==> config.mk <==
export PLATFORM = sky130hd
export DESIGN_NAME = branch_core
export DESIGN_NICKNAME = d
export VERILOG_FILES = /design/src/rtl/core_pkg.sv /design/src/rtl/instr_decode.sv /design/src/rtl/alu_execute.sv /design/src/rtl/pc_control.sv /design/src/rtl/branch_core.sv
export VERILOG_INCLUDE_DIRS = /design/src /design/src/rtl
export SDC_FILE = /design/constraint.sdc
export NUM_CORES = 1
export LEC_CHECK = 0
export ABC_CLOCK_PERIOD_IN_PS = 7530
export BUFFER_PORTS_ARGS = -buffer_cell sky130_fd_sc_hd__buf_2
export CORE_AREA = 2 2 241 243
export DETAILED_ROUTE_END_ITERATION = 10
export DIE_AREA = 0 0 243 245
export SYNTH_ARGS = -nofsm -noshare
export SYNTH_HDL_FRONTEND = slang
export SYNTH_SLANG_ARGS = --single-unit
==> constraint.sdc <==
create_clock -name clk -period 7.53 [get_ports clk]
set_input_delay 0.753 -clock clk [delete_from_list [all_inputs] [get_ports clk]]
set_output_delay 0.753 -clock clk [all_outputs]
set_load 0.05 [all_outputs]
==> src/rtl/core_defs.svh <==
`ifndef CORE_DEFS_SVH
`define CORE_DEFS_SVH

// Data path and address width
`define DATA_W 16

// General purpose registers
`define REG_COUNT 16

// First fetch address
`define RESET_PC 16'h0000

`endif

==> src/rtl/core_pkg.sv <==
`include "core_defs.svh"

package core_pkg;

	typedef logic [$clog2(`REG_COUNT)-1:0] reg_idx_t;

	typedef enum logic [3:0] {
		op_add = 4'b0000,
		op_sub = 4'b0001,
		op_xor = 4'b0010,
		op_lli = 4'b1010,
		op_b   = 4'b1100 // Conditional PC-relative branch
	} opcode_e;

	typedef enum logic [2:0] {
		cond_neq    = 3'b000,
		cond_eq     = 3'b001,
		cond_gt     = 3'b010,
		cond_lt     = 3'b011,
		cond_geq    = 3'b100,
		cond_leq    = 3'b101,
		cond_ovfl   = 3'b110,
		cond_uncond = 3'b111
	} cond_e;

	typedef struct packed {
		opcode_e  opcode;
		reg_idx_t rd;
		reg_idx_t rs;
		reg_idx_t rt;
	} alu_fmt_t;

	typedef struct packed {
		opcode_e    opcode;
		reg_idx_t   rd;
		logic [7:0] imm8;
	} imm_fmt_t;

	typedef struct packed {
		opcode_e    opcode;
		cond_e      cond;
		logic [8:0] offset9; // Word offset
	} br_fmt_t;

	// Same 16-bit word seen through each format
	typedef union packed {
		alu_fmt_t alu;
		imm_fmt_t imm;
		br_fmt_t  br;
	} instr_u;

	typedef struct packed {
		logic n;
		logic v;
		logic z;
	} flags_t;

	typedef struct packed {
		opcode_e            op;
		reg_idx_t           rd;
		reg_idx_t           rs;
		reg_idx_t           rt;
		logic [`DATA_W-1:0] imm; // Sign-extended imm8
		cond_e              cond;
		logic [8:0]         offset9;
		logic               reg_we;
		logic               flags_we;
		logic               is_branch;
	} decoded_t;

	typedef struct packed {
		logic               en;
		reg_idx_t           rd;
		logic [`DATA_W-1:0] data;
	} wb_t;

endpackage

==> src/rtl/instr_decode.sv <==
`timescale 1ns/1ps
`include "core_defs.svh"

module instr_decode (
	input  core_pkg::instr_u   instr,
	output core_pkg::decoded_t dec
);

	core_pkg::opcode_e opcode;
	logic [7:0]        imm8;
	logic              imm_sign;

	// Opcode sits in the same place in every format
	assign opcode   = instr.alu.opcode;
	assign imm8     = instr.imm.imm8;
	assign imm_sign = imm8[7];

	always_comb begin
		dec    = '0; // Unknown opcodes retire with nothing enabled
		dec.op = opcode;

		case (opcode)
			core_pkg::op_add,
			core_pkg::op_sub,
			core_pkg::op_xor: begin
				dec.rd       = instr.alu.rd;
				dec.rs       = instr.alu.rs;
				dec.rt       = instr.alu.rt;
				dec.reg_we   = 1'b1;
				dec.flags_we = 1'b1;
			end

			core_pkg::op_lli: begin
				dec.rd     = instr.imm.rd;
				dec.imm    = {{(`DATA_W-8){imm_sign}}, imm8};
				dec.reg_we = 1'b1; // Flags untouched
			end

			core_pkg::op_b: begin
				dec.cond      = instr.br.cond;
				dec.offset9   = instr.br.offset9;
				dec.is_branch = 1'b1;
			end

			default: ;
		endcase
	end

endmodule

==> src/rtl/alu_execute.sv <==
`timescale 1ns/1ps
`include "core_defs.svh"

module alu_execute (
	input  logic               clk,
	input  logic               arst_n,
	input  core_pkg::decoded_t dec,
	output core_pkg::wb_t      wb,
	output core_pkg::flags_t   new_flags
);

	logic [`DATA_W-1:0] regs [`REG_COUNT];

	logic [`DATA_W-1:0] op_a;
	logic [`DATA_W-1:0] op_b;
	logic [`DATA_W-1:0] result;
	logic               sign_a;
	logic               sign_b;
	logic               sign_r;
	logic               add_ovfl;
	logic               sub_ovfl;

	// Operand read
	assign op_a = regs[dec.rs];
	assign op_b = regs[dec.rt];

	always_comb begin
		case (dec.op)
			core_pkg::op_add: result = op_a + op_b;
			core_pkg::op_sub: result = op_a - op_b;
			core_pkg::op_xor: result = op_a ^ op_b;
			core_pkg::op_lli: result = dec.imm;
			default:          result = '0;
		endcase
	end

	assign sign_a = op_a[`DATA_W-1];
	assign sign_b = op_b[`DATA_W-1];
	assign sign_r = result[`DATA_W-1];

	// Same-sign operands, result flips
	assign add_ovfl = (sign_a == sign_b) && (sign_r != sign_a);

	// Mixed-sign operands, result leaves the sign of rs
	assign sub_ovfl = (sign_a != sign_b) && (sign_r != sign_a);

	always_comb begin
		new_flags.n = sign_r;
		new_flags.z = (result == '0);

		case (dec.op)
			core_pkg::op_add: new_flags.v = add_ovfl;
			core_pkg::op_sub: new_flags.v = sub_ovfl;
			default:          new_flags.v = 1'b0; // XOR clears v
		endcase
	end

	// Write of the retiring instruction
	assign wb = '{
		en:   dec.reg_we,
		rd:   dec.rd,
		data: result
	};

	always_ff @(posedge clk or negedge arst_n) begin
		if (!arst_n) begin
			for (int i = 0; i < `REG_COUNT; i++) begin
				regs[i] <= '0;
			end
		end else if (wb.en) begin
			regs[wb.rd] <= wb.data;
		end
	end

endmodule

==> src/rtl/pc_control.sv <==
`timescale 1ns/1ps
`include "core_defs.svh"

module pc_control (
	input  logic               clk,
	input  logic               arst_n,
	input  core_pkg::decoded_t dec,
	input  core_pkg::flags_t   new_flags,
	output logic [`DATA_W-1:0] pc,
	output core_pkg::flags_t   flags
);

	logic [`DATA_W-1:0] pc_plus_2;
	logic [`DATA_W-1:0] br_offset;
	logic [`DATA_W-1:0] target;
	logic [`DATA_W-1:0] next_pc;
	logic               cond_true;
	logic               taken;

	assign pc_plus_2 = pc + `DATA_W'd2;

	// Word offset to bytes, sign-extended
	assign br_offset = {{(`DATA_W-10){dec.offset9[8]}}, dec.offset9, 1'b0};
	assign target    = pc_plus_2 + br_offset; // Wraps modulo 2^16

	// Branch reads flags stored by an earlier instruction
	always_comb begin
		case (dec.cond)
			core_pkg::cond_neq:    cond_true = ~flags.z;
			core_pkg::cond_eq:     cond_true = flags.z;
			core_pkg::cond_gt:     cond_true = ~flags.z & ~flags.n;
			core_pkg::cond_lt:     cond_true = flags.n;
			core_pkg::cond_geq:    cond_true = flags.z | ~flags.n;
			core_pkg::cond_leq:    cond_true = flags.z | flags.n;
			core_pkg::cond_ovfl:   cond_true = flags.v;
			core_pkg::cond_uncond: cond_true = 1'b1;
			default:               cond_true = 1'b0;
		endcase
	end

	assign taken   = dec.is_branch & cond_true;
	assign next_pc = taken ? target : pc_plus_2;

	always_ff @(posedge clk or negedge arst_n) begin
		if (!arst_n) begin
			pc <= `RESET_PC;
		end else begin
			pc <= next_pc; // One instruction per edge
		end
	end

	always_ff @(posedge clk or negedge arst_n) begin
		if (!arst_n) begin
			flags <= '0;
		end else if (dec.flags_we) begin
			flags <= new_flags;
		end
	end

endmodule

==> src/rtl/branch_core.sv <==
`timescale 1ns/1ps
`include "core_defs.svh"

module branch_core (
	input  logic               clk,
	input  logic               arst_n,
	input  core_pkg::instr_u   instr,
	output logic [`DATA_W-1:0] pc,
	output core_pkg::wb_t      wb,
	output core_pkg::flags_t   flags
);

	core_pkg::decoded_t dec;
	core_pkg::flags_t   new_flags; // Candidate flags of this instruction

	instr_decode instr_decode_i (
		.instr (instr),
		.dec   (dec)
	);

	alu_execute alu_execute_i (
		.clk       (clk),
		.arst_n    (arst_n),
		.dec       (dec),
		.wb        (wb),
		.new_flags (new_flags)
	);

	pc_control pc_control_i (
		.clk       (clk),
		.arst_n    (arst_n),
		.dec       (dec),
		.new_flags (new_flags),
		.pc        (pc),
		.flags     (flags)
	);

endmodule

# --- Yosys cells after proc, flatten, opt, wreduce, memory -nomap -nowiden ---
# Cells that the tools add are included.
word_totals:
  regBits: 275
  out_inout_bits: 40
op_classes:
  n_eq_ne: 14
  n_lt_le_gt_ge: 4
  add_sub_neg: 4
  n_mux: 19
  n_reduce_logical: 8
  bitwise: 10
op_table:
  columns: ["operator", "count"]
  rows:
  - ["256-bit bitwise mux", 1]
  - ["16-bit binary-select mux with 4-bit select", 2]
  - ["16-bit two-way mux", 6]
  - ["16-bit demux with 4-bit select", 1]
  - ["16-bit one-hot mux with 4 select lines", 1]
  - ["16-bit adder", 2]
  - ["16-bit by 2-bit adder with 16-bit output, second input constant", 1]
  - ["16-bit logical NOT", 1]
  - ["16-bit subtractor", 1]
  - ["16-bit XOR", 1]
  - ["5-bit greater-or-equal comparator, second input constant", 3]
  - ["4-bit inverter with 5-bit output", 3]
  - ["3-bit equality test, second input constant", 4]
  - ["12-bit two-way mux", 1]
  - ["4-bit equality test, second input constant", 2]
  - ["8-bit two-way mux", 1]
  - ["1-bit one-hot mux with 8 select lines", 1]
  - ["3-bit by 2-bit equality test with 1-bit output, second input constant", 2]
  - ["5-bit by 1-bit < comparator with 1-bit output, second input constant", 1]
  - ["4-bit by 1-bit equality test with 1-bit output, second input constant", 1]
  - ["4-bit by 2-bit equality test with 1-bit output, second input constant", 1]
  - ["4-bit logical NOT", 1]
  - ["4-bit two-way mux", 1]
  - ["4-bit OR reduction", 1]
  - ["11 further kinds", 19]

# --- Depth between registers and ports, before layout ---
logic_depth:
  word_depth: 12
  ltp_mapped: 26
  mapped_depth_nobuf: 23

# --- Cells and area by module ---
# Synthesis repeated with hierarchy kept, for this count alone.
unflattened:
  hier_cells: 1540
  area_unflattened_um2: 16553.4
modules_own_cells:
  columns: ["module", "seq_area_each_um2", "cells_per_inst", "area_each_um2", "instances"]
  rows:
  - ["alu_execute", 6406.1, 1293, 14491.4, 1]
  - ["pc_control", 450.4, 197, 1706.6, 1]
  - ["instr_decode", 0.0, 50, 355.3, 1]

# --- Worst setup path before layout ---
# No wires, ideal clock.
synth_timing:
  path_kind: "input-to-output"
  start: "in instr[14] (netlist name)"
  end: "out wb[14] (netlist name)"
  setup_slack_ns: 0.937
  arrival_ns: 5.840
  path_stages: 24
  path_buffers: 5
  path_cell_list: "buf_2 > a211o_1 > buf_2 > nor2_1 > buf_2 > buf_2 > buf_2 > mux4_2 > nand2_1 > o21ai_0 > o21ai_0 > ha_1 > inv_1 > fa_1 > a21o_1 > a21boi_0 > nor2_1 > o211a_1 > a2111oi_0 > o21bai_1 > a21oi_1 > xnor2_1 > a211oi_1 > inv_1"
synth_lines:
  columns: ["item", "line", "rtl"]
  rows:
  - ["start: declaration", "branch_core.sv:7", "input core_pkg::instr_u instr,"]
  - ["end: declaration", "branch_core.sv:9", "output core_pkg::wb_t wb,"]

==> reports/metrics.yaml <==
layout:
  num-nets-final: 1950
  drive_gt1_frac: 0.151
  areaGrowthSynthToFinish_pct: 12.9
  postLayoutCoreUtil: 0.335
  antenna_cells: 0
synthesis:
  synth_ff_type: "dfrtp_1"
  ys_ff_latch: 274
  syn_avg_cell_area_um2: 8.96
  synthSimpleGateAreaFrac: 0.143
  synth_adder_area_share: 0.0253
  synth_edf_count: 0
  yosysSeqAreaShare: 0.405
  synth-xor-area-share: 0.0364
  synth_nets: 1943
  netlist_area_mm2: 0.0169
  synth_warnings: 0
  async_flop_share: 1.00
  netlist_instances: 1892
  synth_cell_types: 88
  synth_top_family_by_area: "compound AO/OA/AOI/OAI gates"
  synth_compound_gate_area_share: 0.220
  synth.mux.area_fraction: 0.120
setup_path:
  cp_num_buf_inv: 4
  cp_max_fo: 17
  worstSetupPathType: "in -> out"
  endpoint_kind: "output pin"
  max_stage_delay_ps: 670
  cp_data_arrival_time_ps: 6310
  crit_chain: "buf_2, a211oi_4, nand2_1, a311o_1, nand3_1, ha_1, inv_1, nor3_1, nor2_1, xor2_1, ha_1, o21ai_0, nor2_1, o211a_1, a2111oi_1, o21bai_1, a21oi_1, xnor2_1, a211oi_2, inv_1, buf_2"
  crit_family: "compound AO/OA/AOI/OAI gates"
  start_kind: "input port"
  cp.required_ps: 6780
  critPathSlowestCell: "a2111oi_1"
drt:
  remaining_drc_errors: 0
  detail-route-antenna-nets: 0
  drt_iter0_markers: 1796
  vias: 15200
  wl_per_cell_um: 22.8
  drt-total-wl_mm: 61.2
  drt_first_pass_iters: 8
  routed_via_density: 5.67
floorplan:
  die_h_um: 245
  io_pins: 58
  core_mm2: 0.0570
  rows: 88
  die_x_um: 243
  dieArea_mm2: 0.0595
  start_util: 0.297
grt:
  antenna_found_initial: 1
  grt_pass1_vias: 14500
  grt-ovfl-total: 0
  track_usage: 0.203
  grt_max_degree: 180
  grt_pass1_wl_mm: 92.8
clocking:
  path_clk_slew_ps: 60
  clk-insertion-delay-late_ps: 580
  htreeDepth: 1
  cts_tree: "yes"
  cts_resized: 0
  hold_buffers: 0
  cts_setup_buffers: 0
  cts_sinks: 274
  clk_path_buf_depth: 3
  root_buffer: "clkbuf_16"
  cts-buffers-inserted: 30
sta:
  drv_slew: 0
  clock_skew_ps: 13.0
  rsz0062_at_grt: "no"
  fin_tns_setup_ps: 0
  hold_viol_final: 0
  setup_viol: 0
  max-slew-margin-rel: 0.240
  finalCriticalPeriod_ps: 7060
  fmax_ghz: 0.142
  worst_slew_pin_slew_ps: 1140
  post-route-period-util: 0.938
placement:
  gp_congestion: 0.952
  dpl.hpwl_mm: 40.3
  port_buffers: 56
job:
  drv_cap: 0
min_path:
  hold_path.class: "in -> async"
power_and_ir_drop:
  power_density_mw_per_mm2: 286
  max-vdd-ir-drop_mv: 0.170
  power.leakage_nw: 8.26
status:
  status: "finished, final reports clean"
[through the flow]
stage,total power [mW],worst slack [ps],std cells,instance area (um^2),hold slack [ps]
final,5.47,466,2683,19100,200
after global routing,5.78,17.6,2683,19100,267
after CTS,5.47,412,2683,19100,234
after detailed placement,4.03,429,2632,18200,487
after global placement,3.98,482,2632,18200,474
after floorplan,3.45,937,1892,16900,446
[power by group]
group | internal [mW] | leakage (nW) | switching, mW | total [mW]
Sequential | 1.77 | 3.63 | 0.266 | 2.04
Combinational | 0.774 | 4.17 | 1.22 | 1.99
Clock | 0.819 | 0.456 | 0.614 | 1.43
[state kept, by name, summed over array words and instances (netlist names)]
| signal | flops |
|---|---|
| pc_control_i.flags | 3 |
| alu_execute_i.regs | 256 |
| pc_control_i.pc | 15 |
[cells in the final DEF (no fill, tap or decap), drive strengths merged, types with 5 or more instances in the layout]
cell     Yosys  layout
a21o         6       6
a211oi      31      31
nand3       33      33
clkinv       1       6
o21ai      175     175
nor2       219     219
a21oi      215     215
and3        15      15
mux2i       63      63
o211ai      11      11
a221oi      19      19
a222oi       5       5
nand2      206     206
o22ai       23      23
dfrtp      274     274
a31oi       22      22
mux2        32      32
buf         60     135
a221o        6       6
xor2        24      24
nand2b       7       7
clkbuf     100      45
nor4         9       9
xnor2       43      43
ha          31      31
and2        14      14
o21a         5       5
o21bai       7       7
a211o        5       5
a311oi      10      10
o31ai        5       5
nor2b       16      16
o221ai      13      13
inv         46      46
a2bb2oi      8       8
nor3        24      24
mux4        46      46
[final timing paths]
path,from,end,slack [ps],cells after the start
max in group asynchronous,arst_n,pc_control_i.pc[11],5860,2
setup reg to reg,alu_execute_i.regs[131],pc_control_i.flags[0],1940,20
hold reg to reg,alu_execute_i.regs[210],alu_execute_i.regs[210],500,2
setup / recovery,instr[12],wb[14],470,21
min in group clk,alu_execute_i.regs[210],alu_execute_i.regs[210],500,2
hold / removal,arst_n,alu_execute_i.regs[149],200,1
[routing by layer]
layer | up-vias | GRT usage | wire length, um
met1 | 7490 | 0.286 | 26600
met2 | 758 | 0.318 | 27300
met4 | 2 | 0.0648 | 1930
met3 | 114 | 0.0318 | 5280
met5 | - | 0 | 18
li1 | 6836 | - | -
[kinds of logic after synthesis]
group                    Yosys count
other                              1
AO/OA/AOI/OAI                    606
buffers and inverters            207
XOR/XNOR                          68
flip-flops                       274
adder cells (fa/ha/maj)           33
multiplexers                     141
AND/OR/NAND/NOR                  562
[Yosys cell counts (4+ instances only)]
library cell	n	area, um^2
mux4_2	46	1040
nor4_1	9	56.3
ha_1	31	388
and3_1	15	93.8
nand2b_1	7	43.8
o21bai_1	7	52.6
mux2i_1	63	631
o21ai_1	4	20.0
a31oi_1	22	138
o21ai_0	170	851
nor2_1	219	822
a211o_1	5	43.8
a221oi_1	19	166
nor2b_1	16	100
a21o_1	6	45.0
o22ai_1	23	144
nand2_1	205	769
buf_2	42	210
buf_4	5	37.5
a211oi_1	29	218
o31ai_1	5	37.5
buf_1	11	41.3
a311oi_1	9	78.8
xnor2_1	43	377
inv_1	45	169
a222oi_1	5	50.1
a2bb2oi_1	8	70.1
mux2_2	32	360
clkbuf_1	100	375
a21oi_1	212	1060
o221ai_1	13	114
nand3_1	33	165
dfrtp_1	274	6860
xor2_1	23	201
and2_1	14	87.6
o211ai_1	11	82.6
nor3_1	24	120
a221o_1	6	60.1
o21a_1	5	37.5
[cell type report]
cell class	instances	area, um^2
fillers	5961	37900
multi-input cells	1411	9310
flip-flops and latches	274	6860
well taps	765	957
repair buffers	135	916
clock buffers	45	868
inverters	47	176
clock inverters	6	55.1
Power figures use the tool's default switching activity.
